### src/hw/soc_bus_pkg.sv
`default_nettype none

package soc_bus_pkg;

	localparam int ADDR_W = 32;
	localparam int DATA_W = 32;
	localparam int SEL_W = DATA_W / 8;

	typedef logic [ADDR_W-1:0] addr_t;	// Byte address
	typedef logic [DATA_W-1:0] data_t;
	typedef logic [SEL_W-1:0] sel_t;	// One bit per byte lane

	// Master index
	typedef logic master_t;

	localparam int NUM_MASTERS = 2;
	localparam master_t MST_CPU = 1'b0;
	localparam master_t MST_GFX = 1'b1;

	typedef enum logic [1:0] {
		ARB_IDLE,
		ARB_ADDR,	// Slave strobe cycle
		ARB_WAIT
	} arb_state_t;

endpackage

`default_nettype wire

### src/hw/soc_map_pkg.sv
`default_nettype none

package soc_map_pkg;

	typedef enum logic [1:0] {
		REG_BOOT,
		REG_GFX,
		REG_NONE	// SDRAM window and all holes
	} region_t;

	// Bootloader RAM, 32 KiB
	localparam logic [31:0] BOOT_BASE = 32'h0201_0000;
	localparam int BOOT_ADDR_BITS = 15;

	// Graphics register block
	localparam logic [31:0] GFX_BASE = 32'h0200_0000;
	localparam int GFX_ADDR_BITS = 8;

	// Word offset inside the graphics window
	typedef logic [GFX_ADDR_BITS-3:0] gfx_ofs_t;

	localparam gfx_ofs_t GFX_CTRL = 'd0;		// Bit 0 display enable
	localparam gfx_ofs_t GFX_FB_BASE = 'd1;
	localparam gfx_ofs_t GFX_CURSOR = 'd2;
	localparam gfx_ofs_t GFX_ID = 'd3;		// Read only

	localparam logic [31:0] GFX_ID_VALUE = 32'h4758_0001;

endpackage

`default_nettype wire

### src/hw/gfx_regs.sv
`timescale 1ns/1ps
`default_nettype none

module gfx_regs
	import soc_bus_pkg::*;
	import soc_map_pkg::*;
(
	input wire hdmi_pixClk,
	input wire sys_rst_n,
	input wire stb,
	input wire we,
	input wire addr_t adr,
	input wire sel_t sel,
	input wire data_t wdata,
	output logic ack,
	output data_t rdata,
	output logic display_en,
	output addr_t fb_base
);

	gfx_ofs_t ofs;
	logic access;
	data_t ctrl;
	data_t fb_base_q;
	data_t cursor;

	function automatic data_t merge(input data_t old, input data_t nw, input sel_t s);
		data_t res;
		res = old;
		for (int i = 0; i < $bits(sel_t); i++) begin
			if (s[i])
				res[8*i +: 8] = nw[8*i +: 8];
		end
		return res;
	endfunction

	assign ofs = adr[GFX_ADDR_BITS-1:2];
	assign access = stb && !ack;

	always_ff @(posedge hdmi_pixClk) begin
		if (!sys_rst_n) begin
			ack <= 1'b0;
			ctrl <= '0;
			fb_base_q <= '0;
			cursor <= '0;
		end else begin
			ack <= access;
			if (access && we) begin
				case (ofs)
					GFX_CTRL: ctrl <= merge(ctrl, wdata, sel);
					GFX_FB_BASE: fb_base_q <= merge(fb_base_q, wdata, sel);
					GFX_CURSOR: cursor <= merge(cursor, wdata, sel);
					default: ;	// ID and holes ignore writes
				endcase
			end
		end
	end

	always_ff @(posedge hdmi_pixClk) begin
		if (access) begin
			case (ofs)
				GFX_CTRL: rdata <= ctrl;
				GFX_FB_BASE: rdata <= fb_base_q;
				GFX_CURSOR: rdata <= cursor;
				GFX_ID: rdata <= GFX_ID_VALUE;
				default: rdata <= '0;
			endcase
		end
	end

	assign display_en = ctrl[0];
	assign fb_base = fb_base_q;

endmodule

`default_nettype wire

### config.mk
export PLATFORM = sky130hd
export DESIGN_NAME = gfx_regs
export DESIGN_NICKNAME = d
export VERILOG_FILES = /design/src/hw/soc_bus_pkg.sv /design/src/hw/soc_map_pkg.sv /design/src/hw/gfx_regs.sv
export SDC_FILE = /design/constraint.sdc
export NUM_CORES = 1
export LEC_CHECK = 0
export BUFFER_PORTS_ARGS = -buffer_cell sky130_fd_sc_hd__buf_2
export CAP_MARGIN = 15
export CORE_UTILIZATION = 30
export CTS_CLUSTER_SIZE = 40
export DETAILED_ROUTE_END_ITERATION = 6
export GPL_ROUTABILITY_DRIVEN = 0
export GPL_TIMING_DRIVEN = 1
export PLACE_DENSITY_LB_ADDON = 0.12
export SLEW_MARGIN = 20
export SYNTH_ARGS = -nofsm -noshare
export SYNTH_HDL_FRONTEND = slang
export SYNTH_SLANG_ARGS = --single-unit
### constraint.sdc
create_clock -name hdmi_pixClk -period 3.7 [get_ports hdmi_pixClk]
set_input_delay 0.555 -clock hdmi_pixClk [delete_from_list [all_inputs] [get_ports hdmi_pixClk]]
set_output_delay 0.555 -clock hdmi_pixClk [all_outputs]
set_load 0.02 [all_outputs]
==> flow_summary.html <==
<table>
<tr><th>Metric</th><th>Value</th></tr>
<tr><th colspan="2">Outcome</th></tr>
<tr><td>Run status</td><td>finished, final reports clean</td></tr>
<tr><th colspan="2">Global routing</th></tr>
<tr><td>Overall Global Routing Usage</td><td>0.157</td></tr>
<tr><td>Met3 capacity usage during global routing</td><td>0.0464</td></tr>
<tr><td>Maximum number of pins on one net before global-route repair</td><td>77</td></tr>
<tr><td>Total grt overflow</td><td>0</td></tr>
<tr><td>Wire length of the first global-routing pass</td><td>21.6 mm</td></tr>
<tr><td>Met1 Track Usage GR</td><td>0.190</td></tr>
<tr><td>Vias in the first global route</td><td>4023</td></tr>
<tr><td>Met2 Track Usage GR</td><td>0.265</td></tr>
<tr><td>Gr busiest metal</td><td>met2</td></tr>
<tr><td>Antenna violations before repair</td><td>1</td></tr>
<tr><th colspan="2">Clock tree</th></tr>
<tr><td>Clock root buffer</td><td>sky130_fd_sc_hd__clkbuf_16</td></tr>
<tr><td>CTS tree</td><td>done</td></tr>
<tr><td>Clock latency at the later pin of the worst-skew pair</td><td>0.41 ns</td></tr>
<tr><td>Buffer count from post-CTS setup fixing</td><td>0</td></tr>
<tr><td>Clock sink total</td><td>129</td></tr>
<tr><td>Clock buffer depth</td><td>2</td></tr>
<tr><td>Number of gates resized after cts</td><td>0</td></tr>
<tr><td>Maximum level of the CTS H-tree</td><td>4</td></tr>
<tr><td>Register clock-pin slew on the reported worst setup and hold paths</td><td>0.06 ns</td></tr>
<tr><td>Number of hold-repair buffers added at the cts stage</td><td>0</td></tr>
<tr><td>CTS Buf Count</td><td>17</td></tr>
<tr><th colspan="2">Pwr</th></tr>
<tr><td>LEAKAGE</td><td>2.89 nW</td></tr>
<tr><td>Peak ir drop on the vdd network</td><td>0.323 mV</td></tr>
<tr><td>Internal cell power</td><td>2.46 mW</td></tr>
<tr><td>Proportion of total power due to net switching</td><td>0.226</td></tr>
<tr><td>Power share of the clock group</td><td>0.479</td></tr>
<tr><td>Sequential cell fraction of total power</td><td>0.461</td></tr>
<tr><td>Proportion of power drawn by combinational gates</td><td>0.059</td></tr>
<tr><td>Power density cells</td><td>470 nW/um^2</td></tr>
<tr><td>Total net switching power</td><td>0.719 mW</td></tr>
<tr><th colspan="2">Place</th></tr>
<tr><td>Cell Area, Placed</td><td>6230 sq um</td></tr>
<tr><td>Count of port buffers added during placement</td><td>111</td></tr>
<tr><td>Final HPWL from detailed placement</td><td>9.06 mm</td></tr>
<tr><td>Placed instance count</td><td>825</td></tr>
<tr><th colspan="2">Yosys</th></tr>
<tr><td>Synth Area in Adders</td><td>0</td></tr>
<tr><td>Count of warnings emitted by yosys</td><td>0</td></tr>
<tr><td>Fraction of synthesized area in multiplexers</td><td>0.218</td></tr>
<tr><td>XOR/XNOR share of the synthesized area</td><td>0</td></tr>
<tr><td>Sequential cell area fraction in the yosys report</td><td>0.528</td></tr>
<tr><td>Number of instances in the synthesized netlist</td><td>516</td></tr>
<tr><td>Compound-cell area share of the yosys netlist</td><td>0.0491</td></tr>
<tr><td>Simple logic cell fraction of the synthesized area</td><td>0.171</td></tr>
<tr><td>Library cell occupying the most area in the post-synthesis netlist</td><td>sky130_fd_sc_hd__dfxtp_1</td></tr>
<tr><td>Seq cells post-synth</td><td>129</td></tr>
<tr><td>Area share of the leading cell type in the synthesized netlist</td><td>0.353</td></tr>
<tr><td>Cell types with the largest area share after synthesis</td><td>sky130_fd_sc_hd__dfxtp_1, sky130_fd_sc_hd__mux2i_1, sky130_fd_sc_hd__edfxtp_1</td></tr>
<tr><td>Largest family of logic cells by synthesized area</td><td>multiplexers</td></tr>
<tr><td>Synthesized area divided by synthesized cell count</td><td>10.7 sq um</td></tr>
<tr><td>Number of nets produced by synthesis</td><td>588</td></tr>
<tr><td>Netlist Area Pre-Place</td><td>5500 sq um</td></tr>
<tr><td>Count of different cell masters after synthesis</td><td>17</td></tr>
<tr><th colspan="2">STA</th></tr>
<tr><td>Final worst clock skew</td><td>0.00678 ns</td></tr>
<tr><td>Slew at the pin closest to its max-slew limit</td><td>0.908 ns</td></tr>
<tr><td>Max Fclk</td><td>462 MHz</td></tr>
<tr><td>Number of max-slew violations in the final report</td><td>0</td></tr>
<tr><td>Worst relative slew slack</td><td>0.393</td></tr>
<tr><td>Setup-failing EPs final</td><td>0</td></tr>
<tr><td>Portion of the clock cycle consumed by the worst path in the final layout</td><td>0.584</td></tr>
<tr><td>RSZ-0062 raised after global routing</td><td>no</td></tr>
<tr><td>Shortest period the worst path allows</td><td>2.16 ns</td></tr>
<tr><td>Final hold violation count</td><td>0</td></tr>
<tr><td>Sum of negative setup slack</td><td>0 ns</td></tr>
<tr><th colspan="2">Cells and area</th></tr>
<tr><td>Leading cell type in the layout, fill and taps excluded</td><td>sky130_fd_sc_hd__nand2_1</td></tr>
<tr><td>Share of cells above drive strength 1</td><td>0.253</td></tr>
<tr><td>Number of nets at the end of the flow</td><td>687</td></tr>
<tr><td>Leading cell types in the layout, fill and taps excluded</td><td>sky130_fd_sc_hd__nand2_1, sky130_fd_sc_hd__mux2i_1, sky130_fd_sc_hd__buf_2</td></tr>
<tr><td>Area Growth Syn to Fin</td><td>23.2%</td></tr>
<tr><td>Final design instance area without fill</td><td>6780 sq um</td></tr>
<tr><td>Final cell count without fillers</td><td>859</td></tr>
<tr><th colspan="2">Worst setup path</th></tr>
<tr><td>Sequence of cells on the critical path</td><td>buf_2 &gt; nand2b_1 &gt; buf_4 &gt; nor3_4 &gt; mux2i_1</td></tr>
<tr><td>WP buf/inv</td><td>2</td></tr>
<tr><td>Slowest stage cell, crit path</td><td>sky130_fd_sc_hd__nor3_4</td></tr>
<tr><td>Arrival @ worst endpoint</td><td>2.50 ns</td></tr>
<tr><td>Slowest Stage Delay on Critical Path</td><td>0.52 ns</td></tr>
<tr><td>Crit start category</td><td>input pin</td></tr>
<tr><td>Element type at the critical path end</td><td>register</td></tr>
<tr><td>Required time reported for the critical path endpoint</td><td>4.04 ns</td></tr>
<tr><td>Largest fanout of any net on the critical path</td><td>23</td></tr>
<tr><td>Cell family with the largest share of critical-path delay</td><td>simple AND/OR/NAND/NOR gates</td></tr>
<tr><td>Crit Path Category</td><td>input pin to register</td></tr>
<tr><th colspan="2">Flow run</th></tr>
<tr><td>Maxcap violations</td><td>0</td></tr>
<tr><th colspan="2">Floorplanning</th></tr>
<tr><td>Vertical extent of the die</td><td>137 um</td></tr>
<tr><td>Core area</td><td>18000 sq um</td></tr>
<tr><td>Io pins</td><td>138</td></tr>
<tr><td>Horizontal die dimension</td><td>137 um</td></tr>
<tr><td>Initial cell density of the core</td><td>0.306</td></tr>
<tr><td>Die Outline Area</td><td>18900 sq um</td></tr>
<tr><td>Rows</td><td>49</td></tr>
<tr><th colspan="2">Routing</th></tr>
<tr><td>Average vias per placed instance</td><td>4.66</td></tr>
<tr><td>DRC violation count after routing</td><td>0</td></tr>
<tr><td>Drt pass-1 iters</td><td>4</td></tr>
<tr><td>Iter 0 DRT Violations</td><td>178</td></tr>
<tr><td>Post-detailed-route wirelength per cell</td><td>16.3 um</td></tr>
<tr><td>Wire length after detailed routing</td><td>14.0 mm</td></tr>
<tr><td>Number of routed nets with antenna violations</td><td>0</td></tr>
<tr><td>Overall via count from detail_route</td><td>4005</td></tr>
<tr><th colspan="2">Min path</th></tr>
<tr><td>Min-delay worst type</td><td>input pin to register</td></tr>
</table>
==> through the flow <==
stage               worst slack, ns  hold WS, ns   util  power [mW]
floorplan                      1.25        0.434      -        1.61
CTS                            1.49        0.431  0.377        3.23
finish                         1.54        0.443  0.377        3.18
detailed placement             1.07        0.450  0.347        1.69
global placement               1.08        0.440  0.347        1.69
global route                   1.42        0.442  0.377        3.30
==> metal layers <==
metal | vias to the layer above | share of wire
li1 | 1994 | -
met1 | 1924 | 0.45
met2 | 77 | 0.49
met3 | 10 | 0.047
met4 | 0 | 0.010
met5 | - | 0
==> power by group through the flow <==
| stage | logic (mW) | registers, mW | clock network [mW] |
|---|---|---|---|
| 2_1_floorplan | 0.0926 | 1.52 | 0 |
| 3_3_place_gp | 0.191 | 1.50 | 0 |
| 5_1_grt | 0.207 | 1.47 | 1.62 |
| 3_5_place_dp | 0.193 | 1.50 | 0 |
| 4_1_cts | 0.194 | 1.47 | 1.56 |
| 6_report | 0.189 | 1.47 | 1.53 |
==> worst paths after layout <==
| kind | to | slack (ns) | startpoint | depth (start not counted) |
|---|---|---|---|---|
| setup / recovery | cursor[9] | 1.54 | adr[2] | 5 |
| hold / removal | cursor[12] | 0.44 | wdata[12] | 3 |
| setup reg to reg | rdata[18] | 1.97 | ack | 2 |
| hold reg to reg | ctrl[25] | 0.46 | ctrl[25] | 2 |
==> sequential cells by signal (all words and copies together), names as in the netlist <==
name	count
ack	1
rdata	32
ctrl	32
cursor	32
fb_base	32
==> kinds of logic (layout without fill, tap and decap cells) <==
| group | after synthesis | after routing |
|---|---|---|
| DFF | 129 | 129 |
| and+or+nand+nor | 198 | 198 |
| other | 0 | 2 |
| AOI/OAI and AO/OA | 32 | 32 |
| buffers and inverters | 37 | 149 |
| muxes | 120 | 120 |
==> cell type report <==
| class | instances | area [sq um] |
|---|---|---|
| multi-input cells | 350 | 2420 |
| diodes | 2 | 5.00 |
| clock buffers | 26 | 510 |
| repair buffers | 117 | 616 |
| well taps | 229 | 287 |
| clock inverters | 6 | 30.0 |
| flip-flops and latches | 129 | 2900 |
| fillers | 1815 | 11200 |
==> worst register-to-register path, cell delays in order (launching register included) <==
cell	delay, ns
sky130_fd_sc_hd__dfxtp_1	0.37
sky130_fd_sc_hd__nor2b_4	0.74
sky130_fd_sc_hd__buf_4	0.32
==> synthesized netlist by cell type <==
library cell / count
sky130_fd_sc_hd__mux2i_1: 120
sky130_fd_sc_hd__dfxtp_1: 97
sky130_fd_sc_hd__clkbuf_1: 28
sky130_fd_sc_hd__nand4b_1: 4
sky130_fd_sc_hd__buf_1: 3
sky130_fd_sc_hd__nor3_4: 8
sky130_fd_sc_hd__nor3_1: 8
sky130_fd_sc_hd__a2bb2oi_1: 24
sky130_fd_sc_hd__nand2b_1: 2
sky130_fd_sc_hd__edfxtp_1: 32
sky130_fd_sc_hd__a211oi_1: 8
sky130_fd_sc_hd__and2_1: 1
sky130_fd_sc_hd__or4_4: 5
sky130_fd_sc_hd__nand2_1: 128
sky130_fd_sc_hd__nor2_1: 32
sky130_fd_sc_hd__nor2b_1: 10
sky130_fd_sc_hd__buf_6: 6
No activity file was read; power rests on OpenSTA's default activity.
