$ cat config.mk
export PLATFORM = sky130hd
export DESIGN_NAME = reset_seq
export DESIGN_NICKNAME = d
export VERILOG_FILES = /design/src/hw/reset_seq.sv
export SDC_FILE = /design/constraint.sdc
export NUM_CORES = 1
export LEC_CHECK = 0
export ABC_AREA = 1
export BUFFER_PORTS_ARGS = -buffer_cell sky130_fd_sc_hd__buf_2
export CORE_AREA = 2 2 39 41
export DETAILED_ROUTE_END_ITERATION = 10
export DIE_AREA = 0 0 41 43
export PLACE_DENSITY = 0.54
export SLEW_MARGIN = 20
export SYNTH_ARGS = -nofsm -noshare
export SYNTH_HDL_FRONTEND = slang
export SYNTH_SLANG_ARGS = --single-unit
export TNS_END_PERCENT = 10
$ cat constraint.sdc
create_clock -name hdmi_pixClk -period 2.8 [get_ports hdmi_pixClk]
set_clock_uncertainty 0.05 [all_clocks]
set_input_delay 0.28 -clock hdmi_pixClk [delete_from_list [all_inputs] [get_ports hdmi_pixClk]]
set_output_delay 0.28 -clock hdmi_pixClk [all_outputs]
set_load 0.01 [all_outputs]
$ cat src/hw/reset_seq.sv
`timescale 1ns/1ps
`default_nettype none

module reset_seq #(
	parameter int RESET_CYCLES = 255
) (
	input wire hdmi_pixClk,
	input wire rst_n,
	output logic sys_rst_n
);

	localparam int CNT_W = $clog2(RESET_CYCLES + 2);

	logic rst_q;	// External reset, registered once
	logic [CNT_W-1:0] cnt;

	always_ff @(posedge hdmi_pixClk) begin
		if (!rst_n) begin
			rst_q <= 1'b0;
			cnt <= '0;
			sys_rst_n <= 1'b0;
		end else begin
			rst_q <= 1'b1;
			if (rst_q && cnt != CNT_W'(RESET_CYCLES))
				cnt <= cnt + 1'b1;
			sys_rst_n <= rst_q && (cnt == CNT_W'(RESET_CYCLES));
		end
	end

endmodule

`default_nettype wire

==> results of run 1 <==
## layer usage
layer,vias up,share of wire
met3,2,0.033
met2,4,0.42
li1,238,-
met5,-,0
met4,0,0.013
met1,189,0.54
## layout make-up
cell class	count	share of cell area
well taps	16	0.03433
multi-input cells	50	0.4721
repair buffers	2	0.01717
clock inverters	1	0.008584
clock buffers	3	0.03863
flip-flops and latches	11	0.3777
inverters	8	0.05150
## logic make-up after synthesis
logic type,count (synthesis),share of synthesized area
compound gates,7,0.07142
xor+xnor,1,0.01667
fa+ha+maj,2,0.04761
buf+inv,8,0.05715
flops,11,0.4190
simple gates,40,0.3881
## power by group
part	switching (mW)	internal [mW]
clock	0.0568	0.0528
combinational	0.0119	0.00696
sequential	0.00504	0.161
## synthesized netlist by cell type
cell type   n  area, um^2
nor3_1      1       5.000
a21oi_1     3       15.01
nor2_1     13       48.80
nand2_1    12       45.04
dfxtp_1    11       220.2
nor3_2      1       10.01
o21bai_1    1       7.510
nand3_2     1       10.01
nand3_1     5       25.02
o21ai_0     3       15.01
nor3b_1     1       7.510
inv_2       1       3.750
nand4_1     1       6.260
xor2_1      1       8.760
nand2_4     1       11.26
nor4_1      1       6.260
nor2_2      1       6.260
inv_1       7       26.28
ha_1        2       25.02
nor2_4      2       22.52
## worst max-delay path, delay by kind of cell (launching register included)
family	cells	cell delay, ps
flip-flops	1	400
AND/OR/NAND/NOR	5	460
buffers and inverters	1	110
adder cells (fa/ha/maj)	2	500
AO/OA/AOI/OAI	1	160
## path summary, 6_finish.rpt
path	cells after the start	end	startpoint	slack, ps
hold / removal	1	rst_q	rst_n	160
hold reg to reg	2	cnt[4]	cnt[4]	470
setup / recovery	9	cnt[3]	cnt[0]	1030
setup reg to reg	9	cnt[3]	cnt[0]	1030
## registers in the layout, indices dropped and copies added (netlist names)
name       flops
cnt            9
rst_q          1
sys_rst_n      1
## through the flow
stage               total power [mW]  setup slack [ps]  hold slack, ps  std cells  cell area (um^2)
finish                        0.2948              1031           164.0         91             583.1
global route                  0.3103             818.1           150.8         91             583.1
CTS                           0.2975              1025           163.2         91             583.1
detailed placement            0.1893              1044           450.8         87             555.5
global placement              0.1889              1098           440.9         87             555.5
floorplan                     0.1831              1195           257.7         69             525.5
==> impl_metrics.json, run 1 <==
{
  "grt-ovfl-total": 0,
  "postSynthNetCount": 73,
  "drive_gt1_frac": 0.1733,
  "timing.setup.critical_path_class": "reg -> reg",
  "first_pass_iters": 4,
  "peakVddDrop_uv": 311.2,
  "critPathCaptureType": "flip-flop",
  "die_h_um": 43,
  "seq_area_um2": 220.2,
  "core_um2": 1384,
  "cts.sinks": 11,
  "worst_pin_slew_ps": 231.6,
  "viasPerCell": 4.758,
  "grt-busiest-layer": "met1",
  "gr-usage-all-layers": 0.1385,
  "gp_congestion": 0.8018,
  "die_area_um2": 1763,
  "grt_max_degree": 9,
  "antenna_found_initial": 0,
  "htree_levels": 1,
  "synth_cell_type_count": 20,
  "min_path_type": "in -> reg",
  "initial_utilization": 0.3797,
  "dpl.hpwl_um": 715.2,
  "post_cts_buffers": 0,
  "cp_cell_sequence": "ha_1, nand2_1, nor4_1, ha_1, inv_1, nand2_4, nor2_1, o21ai_0, nor2_1",
  "drv_slew": 0,
  "mostFrequentLayoutCells": "nor2_1 (13), nand2_1 (12), dfxtp_1 (11)",
  "vias": 433,
  "crit_path_max_fanout": 7,
  "globalRouteMet1Util": 0.1908,
  "rsz0062_at_grt": "false",
  "cpPeakStageDelay_ps": 400,
  "die_x_um": 41,
  "drc": 0,
  "final_common_cell": "nor2_1",
  "clock_path_buffers": 2,
  "cpMaxStageDelayCell": "dfxtp_1",
  "synth_area_um2": 525.5,
  "cap_viol_max_count": 0,
  "fin_util": 0.4213,
  "cp-start-kind": "flip-flop",
  "row_count": 14,
  "area_growth_pct": 10.95,
  "grt_use_met3": 0.03141,
  "detail-route-antenna-nets": 0,
  "fmax_mhz": 565.3,
  "antenna_cells": 0,
  "fill_cells": 150,
  "power_density_nw_per_um2": 505.6,
  "cp_data_required_time_ps": 2920,
  "cp.arrival_ps": 1890,
  "outcome": "finished, final reports clean",
  "hold_violations": 0,
  "clk_latency_ps": 270,
  "clk_pin_slew_worst_paths_ps": 80,
  "drtIter0Drc": 3,
  "slew_headroom": 0.8442,
  "ys_seq_area_frac": 0.4190,
  "port_buffers": 2,
  "p_leak_nw": 0.2271,
  "cts_buffers": 3,
  "min_period_ps": 1769,
  "wirelength_um": 915,
  "cts_hold_buffers": 0,
  "cts_resized": 0,
  "grt_pass1_vias": 408,
  "final_nets": 80,
  "finalSetupTns_ps": 0,
  "cts_tree": "yes",
  "wl_per_cell_um": 10.05,
  "grt.met2_usage": 0.1906,
  "clockRootBuffer": "clkbuf_4",
  "avgSynthCellArea_um2": 7.616,
  "ys_ff_latch": 11,
  "io_pins": 3,
  "grt_pass1_wl_um": 1642,
  "synthCells": 69,
  "setup_viol": 0,
  "multi_input_area_um2": 275.3,
  "yosys_warnings": 0,
  "period_share": 0.6318
}
No activity file was read; power rests on OpenSTA's default activity.
==> inputs of run 2 (changes only) <==
--- a/config.mk
+++ b/config.mk
@@ -10,7 +10,7 @@
 export CORE_AREA = 2 2 39 41
 export DETAILED_ROUTE_END_ITERATION = 10
 export DIE_AREA = 0 0 41 43
-export PLACE_DENSITY = 0.54
+export PLACE_DENSITY = 0.56
 export SLEW_MARGIN = 20
 export SYNTH_ARGS = -nofsm -noshare
 export SYNTH_HDL_FRONTEND = slang
==> constraint.sdc (replaced) <==
create_clock -name hdmi_pixClk -period 1.53 [get_ports hdmi_pixClk]
set_clock_uncertainty 0.05 [all_clocks]
set_input_delay 0.153 -clock hdmi_pixClk [delete_from_list [all_inputs] [get_ports hdmi_pixClk]]
set_output_delay 0.153 -clock hdmi_pixClk [all_outputs]
set_load 0.01 [all_outputs]
==> run 2 against run 1 <==
- combinational power rose to 2.7 times the previous value
- utilization rose by 7.1 points
- final cell count rose by 9.9%
- hold slack got worse by 110 ps
- sequential power rose by 84%
- global-route usage rose by 1.5 points
- first-iteration DRC count rose to 2.7 times the previous value
- largest cell class unchanged
==> impl_metrics.json, run 2 (synthesized netlist as in run 1, its figures left out) <==
{
  "initial_utilization": 0.3797,
  "drc": 0,
  "dpl.cell_count": 96,
  "reg_top3": "cnt (9), rst_q (1), sys_rst_n (1)",
  "cts_hold_buffers": 0,
  "period_share": 0.9603,
  "worstReg2RegEnd": "cnt[3]",
  "min_to": "rst_q",
  "cts.sinks": 11,
  "vias": 454,
  "viasPerCell": 4.540,
  "power_density_nw_per_um2": 815.0,
  "clockRootBuffer": "clkbuf_4",
  "fin_ws_ps": 60.72,
  "row_count": 14,
  "top_register": "cnt",
  "die_area_um2": 1763,
  "min_path_type": "in -> reg",
  "drtIter0Drc": 8,
  "cp.arrival_ps": 1580,
  "wirelength_um": 1039,
  "rsz0062_at_grt": "true",
  "seqPwrFrac": 0.548,
  "cts_buffers": 3,
  "r2r.worst_path.cells": 9,
  "setup_viol": 0,
  "cp-start-kind": "flip-flop",
  "gr-usage-all-layers": 0.1532,
  "cap_viol_max_count": 0,
  "p_sw_mw": 0.1356,
  "core_um2": 1384,
  "rrSetupSlack_ps": 60,
  "p_int_mw": 0.4201,
  "grt_pass1_vias": 423,
  "power_frac_clock": 0.362,
  "drive_gt1_frac": 0.3690,
  "min_period_ps": 1469,
  "detail-route-antenna-nets": 0,
  "largest_reg_flops": 9,
  "fin_hold_ws_ps": 55.06,
  "fmax_mhz": 680.6,
  "crit_path_max_fanout": 7,
  "mostFrequentLayoutCells": "nand2_1 (12), nor2_1 (12), buf_4 (9)",
  "timing.rr.start": "cnt[1]",
  "io_pins": 3,
  "p_leak_nw": 0.2688,
  "port_buffers": 2,
  "final_cells": 100,
  "wl_met1_um": 534,
  "holdPathStages": 1,
  "totalPowerFinal_mw": 0.5558,
  "cts_tree": "yes",
  "cp_data_required_time_ps": 1640,
  "clk_pin_slew_worst_paths_ps": 70,
  "gp_congestion": 0.7124,
  "combPwrFrac": 0.090,
  "htree_levels": 1,
  "post-place-ws_ps": -43.28,
  "die_h_um": 43,
  "grt_max_degree": 9,
  "first_pass_iters": 4,
  "critPathCaptureType": "flip-flop",
  "top_layer": "met4",
  "clk_latency_ps": 270,
  "peakVddDrop_uv": 441.3,
  "worst_pin_slew_ps": 225.6,
  "antenna_found_initial": 0,
  "antenna_cells": 0,
  "dr_wl_met3_um": 22,
  "grt_pass1_wl_um": 1725,
  "drv_slew": 0,
  "swShare": 0.2441,
  "wl_met2_um": 471,
  "dpl.hpwl_um": 808.1,
  "outcome": "finished, final reports clean",
  "hold_violations": 0,
  "wl_per_cell_um": 10.39,
  "worstHoldStart": "rst_n",
  "area_growth_pct": 29.76,
  "slew_headroom": 0.8484,
  "die_x_um": 41,
  "timing.setup.critical_path_class": "reg -> reg",
  "clock_path_buffers": 2,
  "final_nets": 89,
  "grt-ovfl-total": 0
}
## run 2: changes by cell type in the layout (fill, tap and decap cells not counted), moves of 2 or more
cell,delta
buf_4,+9
dfxtp_2,+4
ha_1,-2
dfxtp_1,-4
## run 2: timing repair
| item | CTS | global route |
|---|---|---|
| pin swaps | 1 | 1 |
| setup buffers | 0 | 0 |
| resized for setup | 5 | 2 |
| setup endpoints to repair | 3 | 7 |
## run 2: through the flow
step,util,cell area [um^2],TNS (ps)
after detailed placement,0.4602,636.9,-70.36
after global routing,0.4928,681.9,-276.6
after CTS,0.4901,678.2,0
after global placement,0.4602,636.9,-38.63
after floorplan,-,539.3,0
final,0.4928,681.9,0
## run 2: power groups by stage
| stage | combinational (mW) | sequential (mW) | clock [mW] |
|---|---|---|---|
| 3_5_place_dp | 0.0482 | 0.309 | 0 |
| 4_1_cts | 0.0500 | 0.305 | 0.214 |
| 6_report | 0.0501 | 0.305 | 0.201 |
| 2_1_floorplan | 0.0263 | 0.310 | 0 |
| 3_3_place_gp | 0.0482 | 0.308 | 0 |
| 5_1_grt | 0.0580 | 0.306 | 0.224 |
## run 2: worst max path at each step
stage            from      to  slack [ps]  cells after the start
6_report       cnt[1]  cnt[3]          60                      9
5_1_grt        cnt[1]  cnt[3]         -80                      9
4_1_cts        cnt[1]  cnt[3]           4                      9
3_5_place_dp   cnt[1]  cnt[5]         -40                      9
3_3_place_gp   cnt[1]  cnt[3]         -20                      9
2_1_floorplan  cnt[2]  cnt[3]           3                      8
## run 2: area by class of cell
cell class	instances	area (um^2)
repair buffers	11	77.57
multi-input cells	50	302.8
flip-flops and latches	11	225.2
fillers	149	701.9
well taps	16	20.02
clock buffers	4	26.28
inverters	8	30.03
## run 2: metal layers
metal | global-route usage | vias to the layer above
met5 | 0 | -
met1 | 0.1954 | 195
li1 | - | 253
met4 | 0.1200 | 0
met2 | 0.2125 | 4
met3 | 0.03141 | 2
## run 2: critical path, cell delays in order, from the launching register on
cell and delay, ps:
dfxtp_2 350, ha_4 130, nand2_1 60, nor4_2 160, ha_2 240, inv_2 60
nand2_4 100, nor2_1 60, o21ai_1 110, nor2_1 50
==> inputs of run 3 (changes only) <==
--- a/config.mk
+++ b/config.mk
@@ -10,7 +10,7 @@
 export CORE_AREA = 2 2 39 41
 export DETAILED_ROUTE_END_ITERATION = 10
 export DIE_AREA = 0 0 41 43
-export PLACE_DENSITY = 0.56
+export PLACE_DENSITY_LB_ADDON = 0.2
 export SLEW_MARGIN = 20
 export SYNTH_ARGS = -nofsm -noshare
 export SYNTH_HDL_FRONTEND = slang
==> run 3 against run 2 <==
- clock power is essentially flat
- final area is 2.6% higher
- combinational power is 8.8% higher
- utilization is 1.3 points higher
- total power grew 1.0%
- sequential share of layout area fell by 1.0 points
- die area unchanged
- fmax rose by 0.25%
- final cell count stayed put
- flip-flop and latch count unchanged
- first-iteration DRC count is 50% lower
- largest cell class unchanged
- largest power group unchanged
==> impl_metrics.json, run 3 (synthesized netlist as in run 1, its figures left out) <==
{
  "r2r.worst_path.cells": 9,
  "core_um2": 1384,
  "cpMaxStageDelayCell": "dfxtp_2",
  "reg_top3": "cnt (9), rst_q (1), sys_rst_n (1)",
  "slew_headroom": 0.8638,
  "gp_congestion": 0.7797,
  "path_delay_family": "simple AND/OR/NAND/NOR gates",
  "worst_pin_slew_ps": 202.8,
  "cts_buffers": 3,
  "clk_latency_ps": 270,
  "totalPowerFinal_mw": 0.5614,
  "gr-usage-all-layers": 0.1460,
  "fin_hold_ws_ps": 43.88,
  "initial_utilization": 0.3797,
  "viasPerCell": 4.770,
  "cp-start-kind": "flip-flop",
  "post-place-ws_ps": -51.61,
  "min_period_ps": 1466,
  "startpoint": "cnt[1]",
  "final_nets": 89,
  "mostFrequentLayoutCells": "nor2_1 (12), nand2_1 (10), buf_4 (9)",
  "worstReg2RegEnd": "cnt[6]",
  "period_share": 0.9579,
  "row_count": 14,
  "antenna_found_initial": 0,
  "power_density_nw_per_um2": 802.6,
  "wirelength_um": 1045,
  "antenna_cells": 0,
  "detail-route-antenna-nets": 0,
  "cp_cell_sequence": "ha_4, nand2_4, nor4_4, ha_2, buf_4, nor2_4, nand4_1, nand2_1, nor2_2",
  "rsz0062_at_grt": "true",
  "cpPeakStageDelay_ps": 340,
  "cts_hold_buffers": 0,
  "cap_viol_max_count": 0,
  "crit_buf_inv": 1,
  "worstHoldStart": "rst_n",
  "die_area_um2": 1763,
  "top_register": "cnt",
  "final_cells": 100,
  "io_pins": 3,
  "dpl.cell_count": 96,
  "clk_pin_slew_worst_paths_ps": 70,
  "crit_cells": 9,
  "drv_slew": 0,
  "setup_viol": 0,
  "cp_data_required_time_ps": 1650,
  "endpoint": "cnt[6]",
  "timing.rr.start": "cnt[1]",
  "die_x_um": 41,
  "grt_pass1_vias": 422,
  "fmax_mhz": 682.3,
  "rrSetupSlack_ps": 60,
  "wl_per_cell_um": 10.45,
  "final_common_cell": "nor2_1",
  "drive_gt1_frac": 0.3810,
  "cts.sinks": 11,
  "place_area_um2": 636.9,
  "area_growth_pct": 33.10,
  "port_buffers": 2,
  "fin_ws_ps": 64.38,
  "clock_path_buffers": 2,
  "outcome": "finished, final reports clean",
  "cp.arrival_ps": 1580,
  "timing.setup.critical_path_class": "reg -> reg",
  "dpl.hpwl_um": 751.5,
  "die_h_um": 43,
  "vias": 477,
  "critPathCaptureType": "flip-flop",
  "drc": 0,
  "p_leak_nw": 0.3019,
  "grt_max_degree": 9,
  "hold_violations": 0,
  "peakVddDrop_uv": 420.7,
  "design_area_um2": 699.4,
  "grt-ovfl-total": 0,
  "grt_pass1_wl_um": 1697,
  "first_pass_iters": 4,
  "cts_tree": "yes",
  "min_path_type": "in -> reg",
  "drtIter0Drc": 4,
  "htree_levels": 1,
  "crit_path_max_fanout": 6,
  "clockRootBuffer": "clkbuf_4",
  "largest_reg_flops": 9
}
run 3: worst min path at each step:
| stage | endpoint | slack (ps) | cells past startpoint |
|---|---|---|---|
| detailed placement | rst_q | 310 | 1 |
| floorplan | rst_q | 130 | 0 |
| global route | rst_q | 40 | 1 |
| CTS | rst_q | 30 | 1 |
| global placement | rst_q | 320 | 1 |
| finish | rst_q | 40 | 1 |
run 3: power by group:
part,internal [mW],switching (mW)
sequential,0.296,0.00828
clock,0.101,0.101
combinational,0.0251,0.0294
total,0.422,0.139
run 3: layout make-up:
| class | instances | area, um^2 |
|---|---|---|
| well taps | 16 | 20.02 |
| clock buffers | 4 | 26.28 |
| fillers | 134 | 684.4 |
| multi-input cells | 50 | 321.6 |
| inverters | 8 | 30.03 |
| flip-flops and latches | 11 | 224.0 |
| repair buffers | 11 | 77.57 |
run 3: what timing repair did:
action / 4_1_cts / 5_1_grt
gates resized for setup: 7 / 4
pin swaps: 0 / 3
setup buffers: 0 / 0
setup endpoints to repair: 5 / 7
run 3: per-layer routing:
metal,wire length [um],share of wire,vias up,GRT usage
li1,-,-,254,-
met1,509,0.49,211,0.2013
met2,468,0.45,8,0.1938
met3,32,0.031,4,0.03141
met4,34,0.033,0,0.1000
met5,0,0,-,0
run 3: metrics by stage:
step	TNS (ps)	utilization
after global placement	-23.70	0.4602
after detailed placement	-112.9	0.4602
after global routing	-139.3	0.5054
final	0	0.5054
after floorplan	0	-
after CTS	0	0.4973
run 3: worst reg2reg max path, stage by stage (launching register included):
cell	delay (ps)
dfxtp_2	340
ha_4	170
nand2_4	70
nor4_4	40
ha_2	180
buf_4	140
nor2_4	150
nand4_1	110
nand2_1	90
nor2_2	30
