## config.mk

```make
export PLATFORM = sky130hd
export DESIGN_NAME = bus_ctrl
export DESIGN_NICKNAME = d
export VERILOG_FILES = /design/src/hw/soc_bus_pkg.sv /design/src/hw/soc_map_pkg.sv /design/src/hw/bus_ctrl.sv
export SDC_FILE = /design/constraint.sdc
export NUM_CORES = 1
export LEC_CHECK = 0
export ABC_AREA = 1
export BUFFER_PORTS_ARGS = -buffer_cell sky130_fd_sc_hd__buf_2
export CAP_MARGIN = 20
export CORE_AREA = 8 8 129 131
export CTS_BUF_LIST = sky130_fd_sc_hd__clkbuf_8
export CTS_CLUSTER_SIZE = 40
export DETAILED_ROUTE_END_ITERATION = 16
export DIE_AREA = 0 0 137 139
export PLACE_DENSITY = 0.62
export SLEW_MARGIN = 20
export SYNTH_ARGS = -nofsm -noshare
export SYNTH_HDL_FRONTEND = slang
export SYNTH_SLANG_ARGS = --single-unit
```

## constraint.sdc

```tcl
create_clock -name hdmi_pixClk -period 1.3 [get_ports hdmi_pixClk]
set_clock_uncertainty 0.1 [all_clocks]
set_input_delay 0.195 -clock hdmi_pixClk [delete_from_list [all_inputs] [get_ports hdmi_pixClk]]
set_output_delay 0.195 -clock hdmi_pixClk [all_outputs]
set_load 0.005 [all_outputs]
```

## src/hw/soc_bus_pkg.sv

```systemverilog
`default_nettype none

package soc_bus_pkg;

	localparam int ADDR_W = 32;
	localparam int DATA_W = 32;
	localparam int SEL_W = DATA_W / 8;

	typedef logic [ADDR_W-1:0] addr_t;	// Byte address
	typedef logic [DATA_W-1:0] data_t;
	typedef logic [SEL_W-1:0] sel_t;	// One bit per byte lane

	// Master index
	typedef logic master_t;

	localparam int NUM_MASTERS = 2;
	localparam master_t MST_CPU = 1'b0;
	localparam master_t MST_GFX = 1'b1;

	typedef enum logic [1:0] {
		ARB_IDLE,
		ARB_ADDR,	// Slave strobe cycle
		ARB_WAIT
	} arb_state_t;

endpackage

`default_nettype wire

```

## src/hw/soc_map_pkg.sv

```systemverilog
`default_nettype none

package soc_map_pkg;

	typedef enum logic [1:0] {
		REG_BOOT,
		REG_GFX,
		REG_NONE	// SDRAM window and all holes
	} region_t;

	// Bootloader RAM, 32 KiB
	localparam logic [31:0] BOOT_BASE = 32'h0201_0000;
	localparam int BOOT_ADDR_BITS = 15;

	// Graphics register block
	localparam logic [31:0] GFX_BASE = 32'h0200_0000;
	localparam int GFX_ADDR_BITS = 8;

	// Word offset inside the graphics window
	typedef logic [GFX_ADDR_BITS-3:0] gfx_ofs_t;

	localparam gfx_ofs_t GFX_CTRL = 'd0;		// Bit 0 display enable
	localparam gfx_ofs_t GFX_FB_BASE = 'd1;
	localparam gfx_ofs_t GFX_CURSOR = 'd2;
	localparam gfx_ofs_t GFX_ID = 'd3;		// Read only

	localparam logic [31:0] GFX_ID_VALUE = 32'h4758_0001;

endpackage

`default_nettype wire

```

## src/hw/bus_ctrl.sv

```systemverilog
`timescale 1ns/1ps
`default_nettype none

module bus_ctrl
	import soc_bus_pkg::*;
	import soc_map_pkg::*;
(
	input wire hdmi_pixClk,
	input wire sys_rst_n,

	input wire cpu_cyc,
	input wire cpu_stb,
	input wire cpu_we,
	input wire addr_t cpu_adr,
	input wire sel_t cpu_sel,
	input wire data_t cpu_wdata,
	output logic cpu_ack,
	output logic cpu_err,
	output data_t cpu_rdata,

	input wire gfx_cyc,
	input wire gfx_stb,
	input wire gfx_we,
	input wire addr_t gfx_adr,
	input wire sel_t gfx_sel,
	input wire data_t gfx_wdata,
	output logic gfx_ack,
	output logic gfx_err,
	output data_t gfx_rdata,

	output addr_t slv_adr,
	output logic slv_we,
	output sel_t slv_sel,
	output data_t slv_wdata,

	output logic boot_stb,
	input wire boot_ack,
	input wire data_t boot_rdata,

	output logic gfx_slv_stb,
	input wire gfx_slv_ack,
	input wire data_t gfx_slv_rdata
);

	arb_state_t state;
	master_t grant;		// Also the last served master
	master_t next_grant;
	region_t region;
	logic err_q;
	logic resp_ack;
	data_t resp_rdata;

	logic [NUM_MASTERS-1:0] req;
	logic m_cyc [NUM_MASTERS];
	addr_t m_adr [NUM_MASTERS];
	logic m_we [NUM_MASTERS];
	sel_t m_sel [NUM_MASTERS];
	data_t m_wdata [NUM_MASTERS];

	function automatic region_t decode(input addr_t a);
		if (a[31:BOOT_ADDR_BITS] == BOOT_BASE[31:BOOT_ADDR_BITS])
			return REG_BOOT;
		if (a[31:GFX_ADDR_BITS] == GFX_BASE[31:GFX_ADDR_BITS])
			return REG_GFX;
		return REG_NONE;
	endfunction

	assign req[MST_CPU] = cpu_cyc && cpu_stb;
	assign req[MST_GFX] = gfx_cyc && gfx_stb;

	assign m_cyc[MST_CPU] = cpu_cyc;
	assign m_cyc[MST_GFX] = gfx_cyc;
	assign m_adr[MST_CPU] = cpu_adr;
	assign m_adr[MST_GFX] = gfx_adr;
	assign m_we[MST_CPU] = cpu_we;
	assign m_we[MST_GFX] = gfx_we;
	assign m_sel[MST_CPU] = cpu_sel;
	assign m_sel[MST_GFX] = gfx_sel;
	assign m_wdata[MST_CPU] = cpu_wdata;
	assign m_wdata[MST_GFX] = gfx_wdata;

	always_comb begin
		if (&req)
			next_grant = ~grant;	// Round robin on a tie
		else
			next_grant = req[MST_GFX] ? MST_GFX : MST_CPU;
	end

	always_ff @(posedge hdmi_pixClk) begin
		if (!sys_rst_n) begin
			state <= ARB_IDLE;
			grant <= MST_CPU;
			region <= REG_NONE;
			err_q <= 1'b0;
		end else begin
			err_q <= 1'b0;
			case (state)
				ARB_IDLE: if (|req) begin
					grant <= next_grant;
					region <= decode(m_adr[next_grant]);
					state <= ARB_ADDR;
				end
				ARB_ADDR: begin
					err_q <= (region == REG_NONE);	// Lands where a slave ack would
					state <= ARB_WAIT;
				end
				ARB_WAIT: if (!m_cyc[grant])
					state <= ARB_IDLE;
				default: state <= ARB_IDLE;
			endcase
		end
	end

	// Shared request toward the slaves
	assign slv_adr = m_adr[grant];
	assign slv_we = m_we[grant];
	assign slv_sel = m_sel[grant];
	assign slv_wdata = m_wdata[grant];

	assign boot_stb = (state == ARB_ADDR) && (region == REG_BOOT);
	assign gfx_slv_stb = (state == ARB_ADDR) && (region == REG_GFX);

	always_comb begin
		resp_ack = 1'b0;
		resp_rdata = '0;
		case (region)
			REG_BOOT: begin
				resp_ack = boot_ack;
				resp_rdata = boot_rdata;
			end
			REG_GFX: begin
				resp_ack = gfx_slv_ack;
				resp_rdata = gfx_slv_rdata;
			end
			default: ;
		endcase
	end

	assign cpu_ack = resp_ack && (grant == MST_CPU);
	assign cpu_err = err_q && (grant == MST_CPU);
	assign cpu_rdata = (grant == MST_CPU) ? resp_rdata : '0;
	assign gfx_ack = resp_ack && (grant == MST_GFX);
	assign gfx_err = err_q && (grant == MST_GFX);
	assign gfx_rdata = (grant == MST_GFX) ? resp_rdata : '0;

endmodule

`default_nettype wire

```

==> results.md, run 1 <==
Finish:
- The library cell used most frequently in the layout, excluding fill and tap cells, is buf_2.
- The number of antenna diodes in the final layout is 0.
- In the layout the commonest cells are 343 x buf_2, 191 x nand2_1, 70 x nor2_1.
- The fraction of final layout cells sized beyond drive strength 1 is approximately 65%.
- From synthesis to final layout, the design area changed by 166.1%.
- After the last flow step, the layout net total stands at 1149.

Power:
- Cell internal power was estimated by the tool at 1.653 mW.
- Per report_power, the sequential group accounts for 7.4% of the total.
- The switching part of the total power is 44.06%.
- Of the total power, combinational logic draws 82.6%.
- The static leakage is between 3 and 4 nW.
- The total chip power is 2.955 mW.
- The power share of the clock group is around 10%.
- Summed over all nets, the switching power comes to 1.302 mW.
- IR analysis of the VDD net gives a maximum drop of ~0.24 mV.
- The ratio of total power to cell area is 474.0 nW/um^2.

Synth:
- After Yosys synthesis, XOR and XNOR cells account for 0% of the synthesized area.
- The mux share of post-synthesis cell area is 0%.
- The simple logic cell fraction of the synthesized area is between 70% and 80%.
- For this run, asynchronously set or reset flops after synthesis account for 0%.
- After Yosys synthesis, full adders, half adders and majority gates account for 0% of the synthesized area.
- After synthesis, the largest family of logic cells by area is simple AND/OR/NAND/NOR gates.
- The synthesized area is 2342 sq um.
- The number of nets produced by synthesis is between 700 and 800.
- During synthesis, Yosys emitted a total of 0 warnings.
- The most used flip-flop cell after synthesis is dfxtp_1.
- The gate count after technology mapping is between 500 and 600.
- The flip-flop and latch count after synthesis is 6.
- The share of the synthesized area in compound gates (AO/OA/AOI/OAI) is between 4 and 5%.
- The distinct cell type count of the synthesized netlist is 22.
- The average instance in the mapped netlist occupies 4.259 sq um.
- Sequential elements use 5.128% of the synthesized area.
- The count of flip-flops with a built-in enable after synthesis is 0.

CTS:
- The CTS tree is done.
- The clock net in this run drives a total of 6 sinks.
- The root buffer cell chosen for the clock tree is clkbuf_8.
- In this run, CTS created clock tree buffers numbering 3.
- The clock passes through at most 2 buffers.
- Clock-pin slew was measured on the worst setup and hold paths at 0.04 ns.
- The cts-stage hold buffer count is 0.
- The number of levels in the clock H-tree is 1.
- The later pin in the worst-skew pair is clocked with a latency of 0.22 ns.

Place:
- Detailed placement ended at an HPWL of 12990 um.
- At the end of routability-driven placement, the weighted congestion stood at 0.8013.
- In this run the tool buffered the top-level ports with around 350 buffer cells.

Route:
- The number of design-rule violations left by the first detailed-router iteration is 191.
- The post-detailed-route DRC marker count is 0.
- The number of detailed-route iterations in the first pass is 4.
- The post-detailed-routing wire length is around 19000 um.
- In this run the remaining antenna-violating nets after routing total 0.
- The total vias in the final route is roughly 4900.
- After detailed routing, the average wire length per cell comes to 17.23 um.
- The average via count per standard cell is 4.327.

GRT:
- The final global-route overflow total is 0.
- The via count of the first global-routing pass is about 4600.
- The first global-routing pass estimated 25000 um of wire.
- The number of antenna violations at the first check in global routing is 0.
- The largest net degree at the start of global routing is 36.
- The combined global-route utilization of all metal layers is 16.47%.

STA:
- The number of failing hold endpoints at the final stage is 0.
- The slew at the pin with the worst max-slew slack is 0.2753 ns.
- The number of slew-limit violations in the final report was 0.
- Setup repair after global routing could not meet its margin everywhere.
- For this run, the top clock speed supported by timing is 587.2 MHz.
- The final count of negative-setup-slack endpoints is 143.
- On the final layout, the worst hold slack is between 0.1 and 0.15 ns.
- Of the available clock period, the critical path in the final layout requires 131.0%.
- Subtracting the final worst setup slack from the clock period gives between 1.5 and 2 ns.
- The final worst slack is -0.4029 ns.
- The max-slew headroom at the worst pin is 81.48%.

Outcome:
- The flow ran to the end, but the final reports show violations.
- The final reports fail on negative setup slack.

Floorplan:
- Once the floorplan was initialized, standard cells occupied between 15 and 20% of the core.
- about 350 I/O pins were placed.
- The standard cell core area is 14750 sq um.
- The floorplan has 45 rows.
- The total die area is approximately 19000 sq um.
- The horizontal die dimension is roughly 140 um.
- The die is 139 um tall.

Critical path:
- The kind of end point of the critical path is a primary output.
- The type of origin of the critical path is a register.
- For the worst setup path, the data arrival time is 1.41 ns.
- The endpoint required time on the critical path is 1.00 ns.
- In this run the worst path has a maximum fanout of 6.
- By startpoint and endpoint, the worst setup path is classified as register to primary output.

Worst hold path:
- The worst hold path belongs to the class input pin to register.

Job:
- The number of maximum-capacitance violations is 0.
Yosys cell counts, types with 3 or more instances:
cell / n / area share [%]
inv_1: 58 / 9.3
o21ai_0: 18 / 3.8
dfxtp_1: 6 / 5.1
buf_1: 3 / 0.48
nor2_1: 92 / 15
buf_2: 4 / 0.85
nor3_1: 4 / 0.85
nand3_1: 75 / 16
clkbuf_1: 29 / 4.6
a21oi_1: 4 / 0.85
nand2_1: 246 / 39
metal layers:
metal  vias up  wire length [um]  GRT usage, %
met5         -                 0             0
met4         0               197         2.460
met2       243             10230         31.12
li1       2463                 -             -
met1      2156              7111         18.12
met3        10              1862         4.022
layout make-up:
class | instances | area, sq um
clock inverter | 1 | 3.754
inverter | 60 | 257.7
clock buffer | 3 | 41.29
tap | 188 | 235.2
timing repair buffer | 421 | 3055
multi-input combinational | 447 | 2509
fill | 1539 | 8518
sequential | 6 | 131.4
path summary, 6_finish.rpt:
check | end | cells after the start | from | slack (ns)
worst max-delay path | cpu_rdata[10] | 8 | region[1] | -0.40
worst min-delay path | grant | 3 | sys_rst_n | 0.13
worst max register to register | region[0] | 11 | grant | -0.26
worst min register to register | state[1] | 3 | state[0] | 0.49
metrics by stage:
stage / setup TNS, ns / instance area [sq um] / cells / setup WS, ns / utilization [%]
after CTS: -36.72 / 5224 / 1106 / -0.3036 / 35.41
after detailed placement: -7.554 / 4518 / 1080 / -0.1946 / 30.63
final: -36.92 / 6233 / 1126 / -0.4029 / 42.26
after global routing: -45.55 / 6233 / 1126 / -0.4691 / 42.26
after floorplan: -1.997 / 2377 / 550 / -0.09101 / -
after global placement: -6.642 / 4518 / 1080 / -0.1746 / 30.63
power by group through the flow:
stage	clock, mW	combinational, mW	sequential, mW
floorplan	0	0.677	0.206
CTS	0.311	2.02	0.216
global route	0.315	2.63	0.220
finish	0.297	2.44	0.218
detailed placement	0	1.59	0.213
global placement	0	1.59	0.212
timing repair:
item / CTS / global route
gates resized for setup: 87 / 194
setup buffers: 9 / 8
pin swaps: 9 / 67
gates cloned: 13 / 15
setup endpoints to repair: 141 / 142
kinds of logic after synthesis:
| group | after synthesis |
|---|---|
| flops | 6 |
| buf+inv | 98 |
| simple gates | 423 |
| compound gates | 23 |
worst max-delay path, cell delays in order (launching register included):
cell	delay, ns
dfxtp_4	0.35
inv_8	0.07
buf_12	0.14
clkbuf_16	0.15
nand3_2	0.06
nand2_1	0.09
inv_2	0.05
nor2_1	0.12
buf_2	0.14
registers in the layout, summed over array words and instances, names as in the netlist:
signal	cells
region	2
err_q	1
grant	1
state	2
No activity file was read; power rests on OpenSTA's default activity.
==> inputs of run 2 (changes only) <==
Settings changed: MAX_ROUTING_LAYER set to met4.
==> run 2 against run 1 <==
The run still ends with negative setup slack left. Wire length up 4.0%. Cell area is 4.4% higher. Critical path depth is the same. Hold slack gained 0.0034 ns. Sequential share of layout area is 0.088 points lower. Clock power hardly changed. Combinational power rose by 8%. Non-clock buffer count increased by 5. Largest power group unchanged.
==> results.md, run 2 (same netlist as run 1, synthesis figures left out) <==
Critical path:
- Cells along the critical path: inv_8 -> buf_12 -> clkbuf_16 -> nand3_2 -> nand2_1 -> inv_2 -> nor2_1 -> buf_2 (unchanged).
- The endpoint required time on the critical path is 1.00 ns (about the same).
- The type of origin of the critical path was a register (unchanged).
- The data arrival time at the worst-slack endpoint was 1.40 ns (was 1.41 ns).
- The maximum net fanout on the critical path is 6 (unchanged).
- The type of the worst setup path was register to primary output (unchanged).
- The slowest cell on the critical path was dfxtp_4 (unchanged).
- The kind of end point of the critical path is a primary output (unchanged).
- The longest individual stage delay on the worst path is 0.35 ns (about the same).

Power:
- The net switching power of the design came to 1.390 mW (was 1.302 mW).
- The power share of the sequential group is 6.9% (was 7.4%).
- The design internal power is 1.754 mW (was 1.653 mW).
- The power share of the clock group is 9.5% (was 10.0%).
- The maximum resistive drop on vdd is 0.2634 mV (was 0.2358 mV).
- The ratio of total power to cell area came to 483.3 nW/um^2 (was 474.0 nW/um^2).
- The total chip power was 3.144 mW (was 2.955 mW).
- The switching part of the total power is 44.22% (was 44.06%).
- The portion of total power attributed to combinational logic is 83.6% (was 82.6%).
- The static leakage is 3.698 nW (was 3.591 nW).

CTS:
- The clock latency on the worst-skew pair is 0.22 ns (about the same).
- The number of clock sinks seen by CTS is 6 (unchanged).
- The number of levels in the clock H-tree was 1 (unchanged).
- The CTS tree is done (unchanged).
- The clock buffer count from CTS is 3 (unchanged).
- The root buffer selected by CTS is clkbuf_8 (unchanged).
- The buffer levels on the longest clock path is 2 (unchanged).
- The post-CTS clock slew at the launch and capture registers of the worst setup and hold paths is 0.04 ns (about the same).

Finish:
- Registers with the most flip-flops: region (2), state (2) (unchanged).
- The fraction of final layout cells sized beyond drive strength 1 is 69.67% (was 65.14%).
- The antenna diode instance count came to 0 (unchanged).
- Commonest cells after routing, fill and taps aside: 339 x buf_2, 156 x nand2_1, 73 x nand2_2 (was 343 x buf_2, 191 x nand2_1, 70 x nor2_1).
- The number of nets in the layout is 1154 (was 1149).
- The area added between synthesis and finish is 177.7% (was 166.1%).
- The final design utilization came to 44.10% (was 42.26%).
- The most common library cell in the layout ignoring fill and taps is buf_2 (unchanged).
- The finished layout cell area is 6505 sq um (was 6233 sq um).

Place:
- The final weighted congestion of routability-driven global placement is 0.8109 (was 0.8013).
- The detailed-placement wirelength estimate was 12990 um (unchanged).
- The count of input and output buffers is 348 (unchanged).
- The placed cell area is 4518 sq um (unchanged).

STA:
- The final cycle utilization of the critical path is 130.5% (was 131.0%).
- The number of slew-limit violations in the final report is 0 (unchanged).
- The final worst slack is -0.3968 ns (was -0.4029 ns).
- The max-slew headroom at the worst pin is 82.16% (was 81.48%).
- The number of failing hold endpoints at the final stage is 0 (unchanged).
- Unrepaired setup endpoints after global routing: yes (unchanged).
- The minimum clock period after layout was 1.697 ns (was 1.703 ns).
- The final count of negative-setup-slack endpoints was 143 (unchanged).
- The maximum achievable frequency is 589.3 MHz (was 587.2 MHz).
- The slew at the pin with the worst max-slew slack is 0.2669 ns (was 0.2753 ns).
- The setup TNS after final layout came to -38.83 ns (was -36.92 ns).

Route:
- The average via count per standard cell came to 4.420 (was 4.327).
- The remaining antenna violation count is 0 (unchanged).
- The number of detailed-route iterations in the first pass is 4 (unchanged).
- The total vias in the final route is 4999 (was 4872).
- The post-detailed-routing wire length is 20170 um (was 19400 um).
- The average routed wire per standard cell is 17.84 um (was 17.23 um).
- The number of design-rule violations left by the first detailed-router iteration is 207 (was 191).
- The post-detailed-route DRC marker count is 0 (unchanged).

GRT:
- The wire length of the first global-routing pass came to 24930 um (was 25000 um).
- The fraction of met2 tracks used by global routing is 31.09% (was 31.12%).
- The routing layer with the top usage in global route is met2 (unchanged).
- The largest net degree at the start of global routing is 36 (unchanged).
- The number of antenna violations at the first check in global routing was 0 (unchanged).
- The via count of the first global-routing pass is 4648 (was 4632).
- The final global-route overflow total is 0 (unchanged).
- The combined global-route utilization of all metal layers came to 16.91% (was 16.47%).
- The met1 usage is 19.31% (was 18.12%).
- The met3 layer usage reported by global route is 1.957% (was 4.022%).

Floorplan:
- The total die area came to 19040 sq um (unchanged).
- The floorplan row count is 45 (unchanged).
- The initial standard-cell utilization of the core is 15.88% (unchanged).
- The horizontal die dimension was 137 um (unchanged).
- The vertical die dimension is 139 um (unchanged).
- The standard cell core area is 14750 sq um (unchanged).
- The number of top-level pins is 349 (unchanged).

Outcome:
- Failing checks: negative setup slack (unchanged).
- Result of the run: finished, violations left (unchanged).

Job:
- The number of maximum-capacitance violations came to 0 (unchanged).

Worst hold path:
- The worst hold path class was input pin to register (unchanged).
[run 2: cell types whose count changed in the layout (fill, tap and decap cells not counted), moves of 3 or more]
cell,previous run,this run
nand2_1,191,156
nand2_2,42,73
o21ai_1,7,2
buf_2,343,339
nand2_4,14,18
o21ai_2,7,11
buf_12,16,19
buf_6,20,23
buf_8,5,8
[run 2: worst max-delay path, delay by kind of cell, from the launching register on]
kind	cells	cell delay, ns
and+or+nand+nor	3	0.27
buffers and inverters	5	0.55
DFF	1	0.35
[run 2: power by group through the flow]
stage               Sequential [mW]  Clock (mW)  Combinational [mW]
floorplan                     0.206           0               0.677
detailed placement            0.213           0                1.59
finish                        0.217       0.299                2.63
CTS                           0.216       0.311                2.02
global route                  0.219       0.314                2.82
global placement              0.212           0                1.59
[run 2: layer usage]
metal / up-vias / routed length [um]
met3: 10 / 1329
met1: 2269 / 8054
met4: 0 / 202
met2: 244 / 10590
li1: 2476 / -
met5: - / 0
[run 2: what timing repair did]
action,in CTS,in global routing
gates resized for setup,87,252
setup endpoints to repair,141,142
cloned,13,19
setup buffers,9,9
hold buffers,0,0
pin swaps,9,95
[run 2: per-stage QoR]
| step | hold WS (ns) | std cells | setup WS, ns |
|---|---|---|---|
| floorplan | 0.2259 | 550 | -0.09101 |
| global placement | 0.3575 | 1080 | -0.1746 |
| detailed placement | 0.3707 | 1080 | -0.1946 |
| CTS | 0.1378 | 1106 | -0.3036 |
| global route | 0.1676 | 1131 | -0.4688 |
| finish | 0.1375 | 1131 | -0.3968 |
[run 2: worst paths after layout]
path	startpoint	to	slack, ns	cells after the start
worst min register to register	state[0]	state[1]	0.48	3
worst max register to register	grant	region[0]	-0.24	11
worst max-delay path	region[1]	cpu_rdata[10]	-0.40	8
worst min-delay path	sys_rst_n	grant	0.14	3
[run 2: final cells by class]
class                      count  area (sq um)
clock inverter                 1         3.754
timing repair buffer         426          3192
tap                          188         235.2
clock buffer                   3         41.29
fill                        1518          8247
sequential                     6         131.4
inverter                      60         257.7
multi-input combinational    447          2644
==> inputs of run 3 (changes only) <==
Settings changed: ABC_AREA 1 to unset, CORE_AREA 8 8 129 131 to 5 5 134 136, DIE_AREA 0 0 137 139 to 0 0 139 141, PLACE_DENSITY 0.62 to 0.54.
==> run 3 against run 2 <==
The flow still finishes with violations (negative setup slack). Clock power is essentially flat. Critical path depth shrank 3. Sequential cell count is the same. Wire length shrank 32%. Hold slack gained 0.088 ns. Non-clock buffer count shrank 28. Largest cell class unchanged.
==> results.md, run 3 <==
Synth:
- The share of the synthesized area in compound gates (AO/OA/AOI/OAI) came to 3.111% (was 4.915%).
- The average size of a mapped cell is 7.780 sq um (was 4.259 sq um).
- The simple logic cell fraction of the synthesized area is 25.88% (was 73.56%).
- The cell taking the most area after synthesis was mux2_1 (was nand2_1).
- The flip-flop and latch count after synthesis is 6 (unchanged).
- The post-synthesis adder-cell area fraction is 0% (unchanged).
- The area share of the leading cell type in the synthesized netlist came to 41.69% (was 39.42%).
- The post-synthesis async set-or-reset flop share is 0% (unchanged).
- The cell with the most instances after synthesis is mux2_1 (was nand2_1).
- Top cells by area in the synthesized netlist: mux2_1 42%, mux2i_1 18%, nor2_1 13%, dfxtp_1 6.4%, buf_2 3.2% (was nand2_1 39%, nand3_1 16%, nor2_1 15%, inv_1 9.3%, dfxtp_1 5.1%).
- Cell types with the highest counts after synthesis: 70 x mux2_1, 66 x nor2_1, 34 x mux2i_1 (was 246 x nand2_1, 92 x nor2_1, 75 x nand3_1).
- The mux share of post-synthesis cell area came to 59.70% (was 0%).
- The number of nets produced by synthesis is 453 (was 760).
- The share of the yosys chip area belonging to registers is 6.353% (was 5.128%).
- The distinct cell type count of the synthesized netlist is 28 (was 22).
- The share of the synthesized netlist area taken by xor and xnor gates is 0% (unchanged).
- The gate count after technology mapping is 243 (was 550).
- The count of flip-flops with a built-in enable after synthesis is 0 (unchanged).
- The yosys synthesis warning count is 0 (unchanged).
- The dominant synthesized flop cell is dfxtp_1 (unchanged).
- The synthesized area is 1891 sq um (was 2342 sq um).
- The combinational family with the most area after synthesis is multiplexers (was simple AND/OR/NAND/NOR gates).

Route:
- The number of design-rule violations left by the first detailed-router iteration is 105 (was 207).
- The average via count per standard cell is 4.009 (was 4.420).
- The total vias in the final route is 3408 (was 4999).
- The average routed wire per standard cell came to 16.03 um (was 17.84 um).
- The post-detailed-route DRC marker count is 0 (unchanged).
- The remaining antenna violation count is 0 (unchanged).
- The number of detailed-route iterations in the first pass is 4 (unchanged).
- The post-detailed-routing wire length is 13630 um (was 20170 um).

Critical path:
- Cells along the critical path: buf_6 -> or2_4 -> buf_12 -> nor2_1 -> buf_2 (was inv_8 -> buf_12 -> clkbuf_16 -> nand3_2 -> nand2_1 -> inv_2 -> nor2_1 -> buf_2).
- The total buffers and inverters traversed by the critical path came to 3 (was 5).
- The maximum net fanout on the critical path was 33 (was 6).
- The kind of end point of the critical path was a primary output (unchanged).
- The slowest cell on the critical path is dfxtp_4 (unchanged).
- The type of origin of the critical path is a register (unchanged).
- The data arrival time at the worst-slack endpoint is 1.41 ns (was 1.40 ns).
- The endpoint required time on the critical path came to 1.00 ns (about the same).
- The type of the worst setup path is register to primary output (unchanged).
- The longest individual stage delay on the worst path is 0.38 ns (was 0.35 ns).
- The kind of cell adding the most delay to the critical path is buffers and inverters (unchanged).

Power:
- The switching part of the total power was 34.08% (was 44.22%).
- The portion of total power attributed to combinational logic was 70.3% (was 83.6%).
- The net switching power of the design is 569.1 uW (was 1.390 mW).
- The ratio of total power to cell area is 309.2 nW/um^2 (was 483.3 nW/um^2).
- The maximum resistive drop on vdd came to 0.2778 mV (was 0.2634 mV).
- The power share of the sequential group was 12.0% (was 6.9%).
- The static leakage was 2.685 nW (was 3.698 nW).
- The power share of the clock group is 17.7% (was 9.5%).
- The design internal power is 1.101 mW (was 1.754 mW).

STA:
- The minimum clock period after layout is 1.702 ns (was 1.697 ns).
- The final worst slack is -0.4017 ns (was -0.3968 ns).
- The maximum achievable frequency was 587.6 MHz (was 589.3 MHz).
- The max-slew headroom at the worst pin is 73.85% (was 82.16%).
- The setup TNS after final layout is -46.35 ns (was -38.83 ns).
- Unrepaired setup endpoints after global routing: yes (unchanged).
- The slew at the pin with the worst max-slew slack came to 0.3887 ns (was 0.2669 ns).
- The number of slew-limit violations in the final report is 0 (unchanged).
- The final count of negative-setup-slack endpoints is 142 (was 143).
- The final cycle utilization of the critical path is 130.9% (was 130.5%).
- The number of failing hold endpoints at the final stage came to 0 (unchanged).

Finish:
- The fraction of final layout cells sized beyond drive strength 1 came to 80.96% (was 69.67%).
- The most common library cell in the layout ignoring fill and taps is buf_2 (unchanged).
- The number of nets in the layout is 836 (was 1154).
- Commonest cells after routing, fill and taps aside: 322 x buf_2, 42 x mux2_1, 37 x buf_6 (was 339 x buf_2, 156 x nand2_1, 73 x nand2_2).
- The antenna diode instance count is 0 (unchanged).
- The number of fill cells is 1768 (was 1518).
- Registers with the most flip-flops: region (2), state (2) (unchanged).
- The final design utilization was 32.12% (was 44.10%).
- The area added between synthesis and finish is 185.7% (was 177.7%).

Floorplan:
- The total die area is 19600 sq um (was 19040 sq um).
- The number of top-level pins is 349 (unchanged).
- The horizontal die dimension was 139 um (was 137 um).
- The initial standard-cell utilization of the core came to 11.24% (was 15.88%).
- The floorplan row count is 48 (was 45).
- The vertical die dimension is 141 um (was 139 um).
- The standard cell core area is 16820 sq um (was 14750 sq um).

Place:
- The count of input and output buffers is 348 (unchanged).
- The worst-case setup slack after placement is -0.2791 ns (was -0.1946 ns).
- The detailed-placement wirelength estimate was 10130 um (was 12990 um).
- The final weighted congestion of routability-driven global placement was 0.8970 (was 0.8109).

CTS:
- The root buffer selected by CTS is clkbuf_8 (unchanged).
- The clock buffer count from CTS came to 3 (unchanged).
- The post-CTS clock slew at the launch and capture registers of the worst setup and hold paths came to 0.04 ns (about the same).
- The clock latency on the worst-skew pair was 0.23 ns (was 0.22 ns).
- The number of clock sinks seen by CTS is 6 (unchanged).
- The CTS tree is done (unchanged).
- The buffer levels on the longest clock path is 2 (unchanged).
- The cts-stage hold buffer count is 0 (unchanged).
- The number of levels in the clock H-tree is 1 (unchanged).

Job:
- The number of maximum-capacitance violations came to 0 (unchanged).

GRT:
- The number of antenna violations at the first check in global routing is 0 (unchanged).
- The via count of the first global-routing pass is 3377 (was 4648).
- The wire length of the first global-routing pass is 17840 um (was 24930 um).
- The largest net degree at the start of global routing is 34 (was 36).
- The combined global-route utilization of all metal layers was 11.29% (was 16.91%).
- The final global-route overflow total is 0 (unchanged).

Outcome:
- Failing checks: negative setup slack (unchanged).
- Result of the run: finished, violations left (unchanged).

Worst hold path:
- The worst hold path class was input pin to register (unchanged).
==> run 3: cell count changes in the layout (fill, tap and decap cells not counted), moves of 24 or more <==
cell | before | now
mux2_4 | 0 | 26
inv_2 | 32 | 0
nand2_1 | 156 | 4
nor2_1 | 69 | 36
mux2i_4 | 0 | 25
nand2_2 | 73 | 0
nand3_2 | 53 | 0
mux2_1 | 0 | 42
inv_1 | 25 | 1
==> run 3: final cells by class <==
type	count	area, sq um	share of cell area [%]
sequential	6	130.1	2.409
timing repair buffer	398	2611	48.34
inverter	1	6.256	0.1158
tap	225	281.5	5.212
multi-input combinational	216	2327	43.09
clock inverter	1	3.754	0.06949
clock buffer	3	41.29	0.7644
==> run 3: final timing paths <==
kind	startpoint	end	slack, ns	cells after the start
max	grant	cpu_rdata[1]	-0.40	5
min	sys_rst_n	grant	0.23	3
max reg2reg	grant	region[1]	-0.33	6
min reg2reg	state[0]	state[0]	0.44	2
==> run 3: power by group through the flow <==
| stage | logic (mW) | registers [mW] | clock network [mW] |
|---|---|---|---|
| 2_1_floorplan | 0.294 | 0.201 | 0 |
| 3_3_place_gp | 0.852 | 0.207 | 0 |
| 3_5_place_dp | 0.855 | 0.207 | 0 |
| 4_1_cts | 0.980 | 0.201 | 0.304 |
| 5_1_grt | 1.26 | 0.201 | 0.311 |
| 6_report | 1.17 | 0.200 | 0.296 |
==> run 3: routing by layer <==
| metal | share of wire [%] | GRT usage [%] | vias to the layer above |
|---|---|---|---|
| met2 | 54 | 20.51 | 147 |
| met3 | 6.3 | 1.459 | 12 |
| li1 | - | - | 1646 |
| met5 | 0 | - | - |
| met4 | 1.1 | 1.184 | 0 |
| met1 | 38 | 13.87 | 1603 |
==> run 3: repair_timing <==
| item | CTS | global route |
|---|---|---|
| gates cloned | 4 | 4 |
| resized for setup | 69 | 128 |
| pin swaps | 9 | 14 |
| endpoints found under the setup margin | 142 | 143 |
| setup buffers | 9 | 6 |
==> run 3: cell families (layout without fill, tap and decap cells) <==
| logic type | Yosys count | after routing |
|---|---|---|
| mux | 104 | 104 |
| simple gates | 105 | 105 |
| buf+inv | 21 | 403 |
| compound gates | 7 | 7 |
| flops | 6 | 6 |
==> run 3: worst min-delay path, cell delays in order <==
cell and delay [ns]:
buf_2 0.09, buf_4 0.11, nor2b_1 0.11
==> run 3: through the flow <==
stage	cell area (sq um)	hold WS (ns)	power, mW	std cells
final	5401	0.2255	1.670	850
after global routing	5401	0.2559	1.768	850
after floorplan	1946	0.2214	0.4951	243
after CTS	4673	0.2266	1.485	842
after detailed placement	4130	0.4325	1.062	826
after global placement	4130	0.4286	1.059	826
